$ cat config.mk
export PLATFORM = sky130hd
export DESIGN_NAME = n64_ctrl_monitor
export DESIGN_NICKNAME = d
export VERILOG_FILES = /design/src/hw/n64_ctrl_pkg.sv /design/src/hw/ctrl_line_if.sv /design/src/hw/n64_ctrl_monitor.sv /design/src/hw/ctrl_igr_collector.sv /design/src/hw/ctrl_frame_sniffer.sv /design/src/hw/ctrl_line_timer.sv
export SDC_FILE = /design/constraint.sdc
export NUM_CORES = 1
export LEC_CHECK = 0
export BUFFER_PORTS_ARGS = -buffer_cell sky130_fd_sc_hd__buf_2
export CAP_MARGIN = 20
export CORE_MARGIN = 8
export CORE_UTILIZATION = 40
export CTS_CLUSTER_SIZE = 30
export DETAILED_ROUTE_END_ITERATION = 7
export PLACE_DENSITY = 0.56
export SKIP_LAST_GASP = 1
export SYNTH_ARGS = -nofsm -noshare
export SYNTH_HDL_FRONTEND = slang
export SYNTH_SLANG_ARGS = --single-unit
$ cat constraint.sdc
create_clock -name CTRL_CLK -period 7.45 [get_ports CTRL_CLK]
set_input_delay 0.745 -clock CTRL_CLK [delete_from_list [all_inputs] [get_ports CTRL_CLK]]
set_output_delay 0.745 -clock CTRL_CLK [all_outputs]
set_load 0.005 [all_outputs]
$ cat src/hw/n64_ctrl_pkg.sv
// shared definitions for the joybus controller monitor
// widths, line timing limits, frame lengths, reset combination
// and the sniffer FSM states
package n64_ctrl_pkg;

  ////////////////////
  // ports and widths
  ////////////////////
  localparam int unsigned NUM_PORTS = 4;   // controller ports on the console

  typedef logic [7:0]  cnt_t;       // line duration counter, saturating
  typedef logic [7:0]  cmd_t;       // console command byte
  typedef logic [31:0] ctrl_word_t; // controller response, bit i = i-th bit on the wire
  typedef logic [15:0] btn_t;       // button field, low half of the response
  typedef logic [1:0]  port_t;      // port index
  typedef logic [4:0]  bit_cnt_t;   // bit position inside a command or response

  ////////////////////
  // joybus framing
  ////////////////////
  localparam cnt_t GAP_CYCLES = 8'd255;  // idle before a frame, also in-frame timeout
  localparam cmd_t POLL_CMD   = 8'h01;   // status poll, msb first on the line

  localparam int unsigned CMD_BITS  = 8;
  localparam int unsigned RESP_BITS = 32;

  // in-game reset combination: Z + Start + L + R
  // bit 2 Z, bit 3 Start, bit 10 L, bit 11 R
  localparam btn_t IGR_COMBO = 16'h0C0C;

  ////////////////////
  // reset pulse
  ////////////////////
  localparam int unsigned RST_HOLD_CYCLES = 1000;  // console reset low time
  localparam int unsigned RST_CNT_W       = $clog2(RST_HOLD_CYCLES + 1);

  typedef logic [RST_CNT_W-1:0] rst_cnt_t;

  // frame sniffer states
  typedef enum logic [1:0] {
    st_idle,  // waiting for a fall after a long idle
    st_cmd,   // command byte from the console
    st_skip,  // console stop bit
    st_resp   // 32 response bits from the controller
  } sniff_state_t;

endpackage
$ cat src/hw/ctrl_line_if.sv
// per-port line events from the timer to a frame sniffer
// edge strobes, decided bit, idle gap flag, timeout level
`timescale 1ns/1ps

interface ctrl_line_if;

  logic fall;     // synchronized falling edge, one cycle
  logic rise;     // synchronized rising edge, one cycle
  logic bit_val;  // decided bit, valid with fall
  logic gap_ok;   // high time before this fall was saturated
  logic timeout;  // level, a counter sits at saturation

  // timer side
  modport timer (
    output fall,
    output rise,
    output bit_val,
    output gap_ok,
    output timeout
  );

  // sniffer side
  modport sniffer (
    input fall,
    input rise,
    input bit_val,
    input gap_ok,
    input timeout
  );

endinterface

$ cat src/hw/n64_ctrl_monitor.sv
// controller monitor top level
// line timer, one frame sniffer per port, report collector
`timescale 1ns/1ps

module n64_ctrl_monitor (
  input  logic                               CTRL_CLK,
  input  logic                               CTRL_nRST,
  input  logic [n64_ctrl_pkg::NUM_PORTS-1:0] ctrl_i,      // joybus lines, idle high
  input  logic                               igr_en_i,
  input  logic                               ack_i,
  output n64_ctrl_pkg::ctrl_word_t           data_o,
  output n64_ctrl_pkg::port_t                port_o,
  output logic                               new_data_o,
  output logic                               n64_nrst_o
);

  import n64_ctrl_pkg::*;

  // timer to sniffers, one bundle per port
  ctrl_line_if line_if [NUM_PORTS] ();

  // sniffers to collector
  logic [NUM_PORTS-1:0] report_valid;
  ctrl_word_t           report_data [NUM_PORTS];

  ////////////////////
  // line timing
  ////////////////////
  ctrl_line_timer ctrl_line_timer_i (
    .CTRL_CLK  (CTRL_CLK),
    .CTRL_nRST (CTRL_nRST),
    .ctrl_i    (ctrl_i),
    .line_o    (line_if)
  );

  ////////////////////
  // frame decode
  ////////////////////
  for (genvar g = 0; g < NUM_PORTS; g++) begin : g_port
    ctrl_frame_sniffer ctrl_frame_sniffer_i (
      .CTRL_CLK       (CTRL_CLK),
      .CTRL_nRST      (CTRL_nRST),
      .line_i         (line_if[g]),
      .report_valid_o (report_valid[g]),
      .report_data_o  (report_data[g])
    );
  end

  ////////////////////
  // collect and reset
  ////////////////////
  ctrl_igr_collector ctrl_igr_collector_i (
    .CTRL_CLK       (CTRL_CLK),
    .CTRL_nRST      (CTRL_nRST),
    .report_valid_i (report_valid),
    .report_data_i  (report_data),
    .igr_en_i       (igr_en_i),
    .ack_i          (ack_i),
    .data_o         (data_o),
    .port_o         (port_o),
    .new_data_o     (new_data_o),
    .n64_nrst_o     (n64_nrst_o)
  );

endmodule

$ cat src/hw/ctrl_igr_collector.sv
// report collector and in-game reset
// lowest port wins, newest report is held with a new-data flag
// reset combination loads the console reset pulse counter
`timescale 1ns/1ps

module ctrl_igr_collector (
  input  logic                                 CTRL_CLK,
  input  logic                                 CTRL_nRST,
  input  logic [n64_ctrl_pkg::NUM_PORTS-1:0]   report_valid_i,
  input  n64_ctrl_pkg::ctrl_word_t             report_data_i [n64_ctrl_pkg::NUM_PORTS],
  input  logic                                 igr_en_i,    // in-game reset enable
  input  logic                                 ack_i,       // host read the report
  output n64_ctrl_pkg::ctrl_word_t             data_o,
  output n64_ctrl_pkg::port_t                  port_o,
  output logic                                 new_data_o,
  output logic                                 n64_nrst_o   // console reset, low active
);

  import n64_ctrl_pkg::*;

  logic       sel_valid;
  port_t      sel_port;
  ctrl_word_t sel_data;
  btn_t       sel_btn;
  logic       combo_hit;
  rst_cnt_t   rst_cnt;  // remaining low cycles after this one

  ////////////////////
  // port select
  ////////////////////
  always_comb begin
    sel_valid = 1'b0;
    sel_port  = '0;
    sel_data  = '0;
    // walk down so the lowest index is assigned last
    for (int p = NUM_PORTS - 1; p >= 0; p--) begin
      if (report_valid_i[p]) begin
        sel_valid = 1'b1;
        sel_port  = port_t'(p);
        sel_data  = report_data_i[p];
      end
    end
  end

  assign sel_btn   = sel_data[15:0];  // A B Z St D-pad, JR L R C
  assign combo_hit = sel_valid & igr_en_i & (sel_btn == IGR_COMBO);

  ////////////////////
  // report holding
  ////////////////////
  always_ff @(posedge CTRL_CLK or negedge CTRL_nRST) begin
    if (!CTRL_nRST) begin
      data_o     <= '0;
      port_o     <= '0;
      new_data_o <= 1'b0;
    end else begin
      if (sel_valid) begin
        data_o     <= sel_data;  // unread data is overwritten
        port_o     <= sel_port;
        new_data_o <= 1'b1;      // wins over ack in the same cycle
      end else if (ack_i) begin
        new_data_o <= 1'b0;
      end
    end
  end

  ////////////////////
  // reset pulse
  ////////////////////
  always_ff @(posedge CTRL_CLK or negedge CTRL_nRST) begin
    if (!CTRL_nRST) begin
      rst_cnt    <= '0;
      n64_nrst_o <= 1'b1;
    end else begin
      if (combo_hit) begin
        // first low cycle starts now, restarts while active
        rst_cnt    <= rst_cnt_t'(RST_HOLD_CYCLES - 1);
        n64_nrst_o <= 1'b0;
      end else if (rst_cnt != '0) begin
        rst_cnt <= rst_cnt - rst_cnt_t'(1);
      end else begin
        n64_nrst_o <= 1'b1;  // hold time over
      end
    end
  end

endmodule

$ cat src/hw/ctrl_frame_sniffer.sv
// joybus frame sniffer for one port
// checks the poll command, skips the console stop bit
// and collects the 32-bit controller response
`timescale 1ns/1ps

module ctrl_frame_sniffer (
  input  logic                     CTRL_CLK,
  input  logic                     CTRL_nRST,
  ctrl_line_if.sniffer             line_i,
  output logic                     report_valid_o,  // one cycle per full response
  output n64_ctrl_pkg::ctrl_word_t report_data_o
);

  import n64_ctrl_pkg::*;

  sniff_state_t state;
  bit_cnt_t     bit_cnt;    // bits taken in the current field
  logic         seen_rise;  // line went high since the last fall
  logic         abort;
  logic         last_cmd;
  logic         last_resp;
  cmd_t         cmd_sr;     // command, msb first
  cmd_t         cmd_next;
  ctrl_word_t   resp_sr;    // response, first bit ends at bit 0

  assign cmd_next  = {cmd_sr[CMD_BITS-2:0], line_i.bit_val};
  assign last_cmd  = (bit_cnt == bit_cnt_t'(CMD_BITS - 1));
  assign last_resp = (bit_cnt == bit_cnt_t'(RESP_BITS - 1));

  // leave a frame on a stuck line or on a fall
  // without a high phase before it
  assign abort = (state != st_idle) &
                 (line_i.timeout | (line_i.fall & ~seen_rise));

  assign report_data_o = resp_sr;

  ////////////////////
  // control
  ////////////////////
  always_ff @(posedge CTRL_CLK or negedge CTRL_nRST) begin
    if (!CTRL_nRST) begin
      state          <= st_idle;
      bit_cnt        <= '0;
      seen_rise      <= 1'b0;
      report_valid_o <= 1'b0;
    end else begin
      report_valid_o <= 1'b0;  // strobe

      if (line_i.rise)
        seen_rise <= 1'b1;
      else if (line_i.fall)
        seen_rise <= 1'b0;

      if (abort) begin
        state <= st_idle;  // no report
      end else if (line_i.fall) begin
        case (state)
          st_idle: begin
            if (line_i.gap_ok) begin  // first command bit starts
              state   <= st_cmd;
              bit_cnt <= '0;
            end
          end
          st_cmd: begin
            bit_cnt <= bit_cnt + bit_cnt_t'(1);
            if (last_cmd) begin
              bit_cnt <= '0;
              // only a status poll is followed
              state   <= (cmd_next == POLL_CMD) ? st_skip : st_idle;
            end
          end
          st_skip: begin
            state   <= st_resp;  // fall ends the console stop bit
            bit_cnt <= '0;
          end
          st_resp: begin
            bit_cnt <= bit_cnt + bit_cnt_t'(1);
            if (last_resp) begin
              report_valid_o <= 1'b1;  // resp_sr is complete next cycle
              state          <= st_idle;
            end
          end
          default: state <= st_idle;
        endcase
      end
    end
  end

  ////////////////////
  // shift registers
  ////////////////////
  always_ff @(posedge CTRL_CLK) begin
    if (line_i.fall && !abort) begin
      if (state == st_cmd)
        cmd_sr <= cmd_next;
      if (state == st_resp)
        resp_sr <= {line_i.bit_val, resp_sr[RESP_BITS-1:1]};  // in from the top
    end
  end

endmodule

$ cat src/hw/ctrl_line_timer.sv
// line timer for all controller ports
// two-flop sync, edge detection, high/low time counters
// bit decision and idle gap detection at each falling edge
`timescale 1ns/1ps

module ctrl_line_timer (
  input  logic                               CTRL_CLK,
  input  logic                               CTRL_nRST,
  input  logic [n64_ctrl_pkg::NUM_PORTS-1:0] ctrl_i,     // raw joybus lines
  ctrl_line_if.timer                         line_o [n64_ctrl_pkg::NUM_PORTS]
);

  import n64_ctrl_pkg::*;

  for (genvar p = 0; p < NUM_PORTS; p++) begin : g_line

    logic [2:0] hist;      // [0],[1] sync stages, [2] previous sample
    cnt_t       high_cnt;  // cycles high since last rise
    cnt_t       low_cnt;   // cycles low since last fall
    cnt_t       low_lat;   // low time of the current bit
    logic       fall_w;
    logic       rise_w;
    logic       high_sat;
    logic       low_sat;

    // edges on the synchronized line
    assign fall_w = hist[2] & ~hist[1];
    assign rise_w = ~hist[2] & hist[1];

    assign high_sat = (high_cnt == GAP_CYCLES);
    assign low_sat  = (low_cnt == GAP_CYCLES);

    // stuck high or stuck low, frame is gone
    assign line_o[p].timeout = high_sat | low_sat;

    always_ff @(posedge CTRL_CLK or negedge CTRL_nRST) begin
      if (!CTRL_nRST) begin
        hist              <= 3'b111;  // line idles high
        high_cnt          <= '0;
        low_cnt           <= '0;
        low_lat           <= '0;
        line_o[p].fall    <= 1'b0;
        line_o[p].rise    <= 1'b0;
        line_o[p].bit_val <= 1'b0;
        line_o[p].gap_ok  <= 1'b0;
      end else begin
        hist <= {hist[1:0], ctrl_i[p]};

        // one counter runs, the other is held at zero
        if (hist[1]) begin
          if (!high_sat)
            high_cnt <= high_cnt + cnt_t'(1);
          low_cnt <= '0;
        end else begin
          if (!low_sat)
            low_cnt <= low_cnt + cnt_t'(1);
          high_cnt <= '0;
        end

        if (rise_w)
          low_lat <= low_cnt;  // keep low part for the bit decision

        // registered strobes, 3 cycles behind the pin
        line_o[p].fall    <= fall_w;
        line_o[p].rise    <= rise_w;
        line_o[p].bit_val <= fall_w & (low_lat < high_cnt);  // short low = 1
        line_o[p].gap_ok  <= fall_w & high_sat;              // long idle before
      end
    end

  end

endmodule

# Yosys cells after proc, flatten, opt, wreduce, memory -nomap -nowiden
# Cells that the tools add are included.
[word_totals]
register_bits = 362
latchBits = 0
ram_bits = 0
mem_bits_ro = 0
output_inout_bits = 36
elab_cells = 327
mem_count = 0
[classes]
add_sub_neg = 13
multipliers = 0
div_mod_pow = 0
magnitude_cmp = 4
eq_ne = 58
n_shift = 0
mux = 98
n_bitwise = 50
reduce_logical = 43
[op_table]
columns = ["operator", "n"]
rows = [
  ["32-bit 2-to-1 mux", 4],
  ["8-bit 2-to-1 mux", 16],
  ["5-bit one-hot mux with 4 select lines", 4],
  ["8-bit by 1-bit adder with 8-bit output, second input constant", 8],
  ["8-bit == test, second input constant", 8],
  ["2-bit 2-to-1 mux", 28],
  ["5-bit 2-to-1 mux", 8],
  ["8-bit by 1-bit == test with 1-bit output, second input constant", 4],
  ["8-bit < comparator", 4],
  ["1-bit 2-to-1 mux", 32],
  ["2-bit one-hot mux with 4 select lines", 4],
  ["2-bit nonzero test", 14],
  ["1-bit bitwise AND", 26],
  ["3-bit by 1-bit != test with 1-bit output, second input constant", 8],
  ["5-bit by 1-bit adder with 5-bit output, second input constant", 4],
  ["5-bit by 3-bit == test with 1-bit output, second input constant", 4],
  ["5-bit == test, second input constant", 4],
  ["10-bit 2-to-1 mux", 2],
  ["16-bit by 12-bit == test with 1-bit output, second input constant", 1],
  ["2-bit == test, second input constant", 8],
  ["2-bit != test, second input constant", 8],
  ["1-bit inverter", 16],
  ["2-bit AND reduction", 8],
  ["4-bit AND reduction", 4],
  ["other kinds (10)", 39],
]

# Logic depth before layout (Yosys ltp)
[logic_depth]
depth_word = 7
mapped_depth = 10
depth_no_buf = 8

# Hierarchy
# From an unflattened synthesis, not the netlist that was laid out.
[unflattened]
hier_cells = 1196
hier_area_um2 = 15348.5
[modules_own_cells]
columns = ["module", "instances", "cells_each", "area_per_inst_um2", "seq_area_each_um2"]
rows = [
  ["ctrl_frame_sniffer", 4, 91, 1699.1, 1396.3],
  ["ctrl_line_timer", 1, 558, 6027.0, 3118.0],
  ["ctrl_igr_collector", 1, 274, 2524.9, 1152.4],
]

# Least setup slack after synthesis
# No wires, ideal clock.
[synth_timing]
path_type = "register to register"
from = "register ctrl_line_timer_i.g_line[0].high_cnt[0]"
to = "register g_port[0].ctrl_frame_sniffer_i.resp_sr[0], enable pin"
arrival_ns = 2.896
path_slack_ns = 4.133
path_stages_with_launch = 8
cell_sequence = "dfrtp_1 > ha_1 > and3_1 > clkbuf_1 > nand3_1 > and4_1 > nand2_1 > nor2_1"
[synth_between]
elab_chain_cells = 7
[synth_rtl]
columns = ["element", "line_no", "source"]
rows = [
  ["start, declared", "ctrl_line_timer.sv:18", "cnt_t high_cnt;"],
  ["start signal, assigned", "ctrl_line_timer.sv:52", "high_cnt <= high_cnt + cnt_t'(1);"],
  ["8-bit == test", "ctrl_line_timer.sv:30", "assign high_sat = (high_cnt == GAP_CYCLES);"],
  ["1-bit OR", "ctrl_line_timer.sv:34", "assign line_o[p].timeout = high_sat | low_sat;"],
  ["1-bit OR", "ctrl_frame_sniffer.sv:33", "(line_i.timeout | (line_i.fall & ~seen_rise));"],
  ["1-bit bitwise AND", "ctrl_frame_sniffer.sv:32", "assign abort = (state != st_idle) &"],
  ["1-bit zero test", "ctrl_frame_sniffer.sv:93", "if (line_i.fall && !abort) begin"],
  ["1-bit logical AND", "ctrl_frame_sniffer.sv:93", ""],
  ["2-bit AND reduction (no source line)", "--", ""],
  ["end signal, assigned", "ctrl_frame_sniffer.sv:97", "resp_sr <= {line_i.bit_val, resp_sr[RESP_BITS-1:1]};"],
  ["end, declared", "ctrl_frame_sniffer.sv:24", "ctrl_word_t resp_sr;"],
]
# No other way between the ends.
# A chain may end at the register's enable or synchronous reset.

# Worst setup path after layout
[layout_timing]
from = "register g_port[0].ctrl_frame_sniffer_i.report_valid_o"
to = "register ctrl_igr_collector_i.rst_cnt[4]"
[layout_between]
elab_chain_cells = 4
elab_cells_between_ends = 7
[layout_rtl]
columns = ["element", "line_no", "source"]
rows = [
  ["start, declared", "ctrl_frame_sniffer.sv:10", "output logic report_valid_o,"],
  ["start signal, assigned", "ctrl_frame_sniffer.sv:45", "report_valid_o <= 1'b0;"],
  ["start signal, assigned", "ctrl_frame_sniffer.sv:47", "report_valid_o <= 1'b0;"],
  ["start signal, assigned", "ctrl_frame_sniffer.sv:79", "report_valid_o <= 1'b1;"],
  ["32-bit 2-to-1 mux or 1-bit 2-to-1 mux (tied branches)", "ctrl_igr_collector.sv:37", "if (report_valid_i[p]) begin"],
  ["16-bit by 12-bit == test with 1-bit output or 1-bit bitwise AND (tied branches)", "ctrl_igr_collector.sv:46", "assign combo_hit = sel_valid & igr_en_i & (sel_btn == IGR_COMBO);"],
  ["1-bit bitwise AND (*)", "ctrl_igr_collector.sv:46", ""],
  ["10-bit 2-to-1 mux or 2-bit nonzero test (tied branches)", "--", ""],
  ["end signal, assigned", "ctrl_igr_collector.sv:77", "rst_cnt <= rst_cnt_t'(RST_HOLD_CYCLES - 1);"],
  ["end signal, assigned", "ctrl_igr_collector.sv:80", "rst_cnt <= rst_cnt - rst_cnt_t'(1);"],
  ["end, declared", "ctrl_igr_collector.sv:26", "rst_cnt_t rst_cnt;"],
]
# Mark *: on every way between the ends. The rest lies on a longest branch, timed or not.

==> results.toml <==
[cells_and_area]
num_antenna_cells = 0
regArea_mm2 = 0.00986
drive_gt1_share_pct = 13.7
multi_input_comb_area_mm2 = 0.00475
syn2layout_area_growth_pct = 14.3
final_nets = 1289
final_util_pct = 46.0
nFillCells = 3348

[grt]
grt_max_degree = 165
grt.total_usage_pct = 13.9
antenna_found_initial = 1
grt_pass1_wl_um = 49900
grt_overflow = 0
grt_pass1_vias = 9301

[sta]
rsz0062_at_grt = "no"
tightestPinTransition_ns = 0.983
final_max_slew_viol_count = 0
fin_skew_ns = 0.0262
setup_violations = 0
holdWs_ns = 0.0907
fin_crit_sh_pct = 43.9
max-slew-margin-rel_pct = 34.5
fmax_mhz = 305
finalHoldViolCount = 0
period_minus_slack_ns = 3.27
fin_setup_tns_ns = 0

[synth]
synthFlopType = "dfrtp_1"
synth.net_count = 1241
synth-seq-cells = 362
avgSynthCellArea_um2 = 12.6
synth_top_cell_by_area = "dfrtp_1"
async_flop_share_pct = 56.9
yosysUniqueCellTypes = 63
synth_edf_count = 156
ys_top_cells_by_area = "dfrtp_1, edfxtp_1, ha_1, mux2_2, nand2_1"
synth_top_area_share_pct = 32.2
ys_seq_area_share_pct = 65.7
ys_warn_count = 0
syn_area_mm2 = 0.0150
syn_inst = 1187

[detailed_routing]
drtAntennaViolNets = 0
drc_errors = 0
wirelength_um = 29900
met1Wirelength_um = 14400
met2_length_um = 13600
highest_layer = "met4"
wl_met3_um = 1260
vias = 9293
drt_iter0_markers = 530
post_drt_wl_per_cell_um = 17.2
avgViaCountPerCell = 5.34
first_pass_iters = 5

[worst_setup_path]
cp_cell_sequence = "or2_1, a221oi_1, nor2_1, or4_1, or4_1, and2_4"
crit_start = "g_port[0].ctrl_frame_sniffer_i.report_valid_o"
cp-start-kind = "register"
endpoint_kind = "register"
crit_top_cell = "or4_1"
r2r_start = "g_port[0].ctrl_frame_sniffer_i.report_valid_o"
max_stage_delay_ns = 0.65
rrSetupSlack_ns = 4.18
critPathKind = "reg2reg"
worstPathMaxFanout = 25
cp.required_ns = 7.87
slowest_stage = "or2_1"
crit_buf_inv = 0
r2r-end = "ctrl_igr_collector_i.rst_cnt[4]"
worst_path_dominant_cell_family = "simple AND/OR/NAND/NOR gates"
r2r_cells = 6
worst_ep_arrival_time_ns = 3.70

[clock_tree]
cts_tree = "done"
cts_setup_buffers = 0
htree_levels = 2
clock-root-buffer = "clkbuf_16"
hold_buffers = 0
clock_latency_ns = 0.54
cts_buffers = 40
clk_pin_slew_worst_paths_ns = 0.06
cts_buffer_depth = 3
ctsResizeCount = 0
cts_sinks = 362

[die]
dieArea_mm2 = 0.0440
core-area_mm2 = 0.0373
placementRows = 71
start_util_pct = 40.2
ios = 44
fp.dieH_um = 210
fp.dieW_um = 210

[power_and_ir_drop]
total_power_uw = 4360
p_leak_uw = 0.00710
powerDensity_mw_per_mm2 = 254
ir_worst_vdd_v = 0.000142

[job]
drv_cap = 0

[hold_path]
hp-class = "in2async"

[place]
io_buffer_count = 43
gp_congestion = 0.861
dp_hpwl_um = 20100

[status]
run_status = "finished clean"
[placed cells by master, fill, tap and decap left out, types with 6 or more instances in the layout]
master,Yosys,layout
xnor2_1,22,22
a311oi_1,9,9
nand3_1,36,36
and4_1,6,6
mux2i_1,7,7
a221oi_1,21,21
bufinv_16,0,8
a22oi_1,6,6
edfxtp_1,156,156
mux2_2,34,34
nor4b_1,6,6
o22ai_1,25,25
clkinv_2,0,10
or4_1,7,7
nand2b_1,17,17
clkbuf_16,0,42
xor2_1,14,14
ha_1,46,46
and3_1,24,24
nor4_1,12,12
buf_2,4,42
dfrtp_1,193,193
a211oi_1,13,13
a221o_1,6,6
a31oi_1,15,15
nor3_1,16,15
nand4_1,18,18
dfstp_2,13,13
a21o_1,19,19
inv_1,60,60
o21ai_0,61,61
and2_1,11,11
o21a_1,8,8
nor2_1,95,91
a21oi_1,26,26
nand2_1,95,95
[cells by family (layout without fill, tap and decap cells)]
family	Yosys count	count (layout)	share of synthesized area (%)
compound gates	237	237	10.7
xor+xnor	36	36	2.10
fa+ha+maj	46	46	3.84
buf+inv	103	183	2.79
flops	362	362	65.7
mux	41	41	3.02
simple gates	362	362	11.9
[routing by layer]
| layer | up-vias | global-route usage (%) |
|---|---|---|
| met1 | 4599 | 19.7 |
| met4 | 0 | 4.01 |
| met5 | - | 0 |
| met3 | 36 | 2.60 |
| met2 | 179 | 21.5 |
| li1 | 4479 | - |
[worst max-delay path by stage]
stage	endpoint	cells past startpoint	slack [ns]
finish	ctrl_igr_collector_i.rst_cnt[4]	6	4.18
global route	ctrl_igr_collector_i.rst_cnt[3]	6	3.91
CTS	ctrl_igr_collector_i.rst_cnt[4]	6	4.13
detailed placement	ctrl_igr_collector_i.rst_cnt[4]	6	4.14
global placement	ctrl_igr_collector_i.rst_cnt[4]	6	4.18
floorplan	g_port[0].ctrl_frame_sniffer_i.report_data_o[0]	7	4.13
[report_power, final]
group / internal (uW) / total [uW] / switching [uW]
registers: 2100 / 2130 / 26.2
clock network: 1330 / 2120 / 790
logic: 48.7 / 107 / 58.3
[cells in the mapped netlist, types with 13 or more instances]
cell type  number
nand3_1        36
nand2b_1       17
edfxtp_1      156
o22ai_1        25
a21oi_1        26
xor2_1         14
nand2_1        95
dfrtp_1       193
nor2_1         95
mux2_2         34
a211oi_1       13
ha_1           46
dfstp_2        13
o21ai_0        61
and3_1         24
a21o_1         19
xnor2_1        22
a221oi_1       21
clkbuf_1       33
nand4_1        18
a31oi_1        15
inv_1          60
nor3_1         16
[registers in the layout, summed over array words and instances, names as in the netlist, 8 cells and up]
register / count
ctrl_line_timer_i.g_line.high_cnt: 32
ctrl_line_timer_i.g_line.hist: 12
g_port.ctrl_frame_sniffer_i.cmd_sr: 28
ctrl_line_timer_i.g_line.low_lat: 32
g_port.ctrl_frame_sniffer_i.state: 8
ctrl_igr_collector_i.data_o: 32
ctrl_line_timer_i.g_line.low_cnt: 32
g_port.ctrl_frame_sniffer_i.report_data_o: 128
g_port.ctrl_frame_sniffer_i.bit_cnt: 20
ctrl_igr_collector_i.rst_cnt: 10
[through the flow]
step | std cells | area (um^2) | setup slack [ns]
floorplan | 1187 | 15000 | 4.13
global placement | 1667 | 15700 | 4.18
finish | 1741 | 17100 | 4.18
global route | 1741 | 17100 | 3.91
CTS | 1741 | 17100 | 4.13
detailed placement | 1667 | 15700 | 4.14
[layout make-up]
type / count / area share [%]
Clock inverter: 26 / 2.01
Clock buffer: 48 / 6.38
Inverter: 61 / 1.34
Timing Repair Buffer: 48 / 1.61
Tap cell: 474 / 3.46
Sequential cell: 362 / 57.5
Multi-Input combinational cell: 722 / 27.7
(Power assumes the default switching activity.)
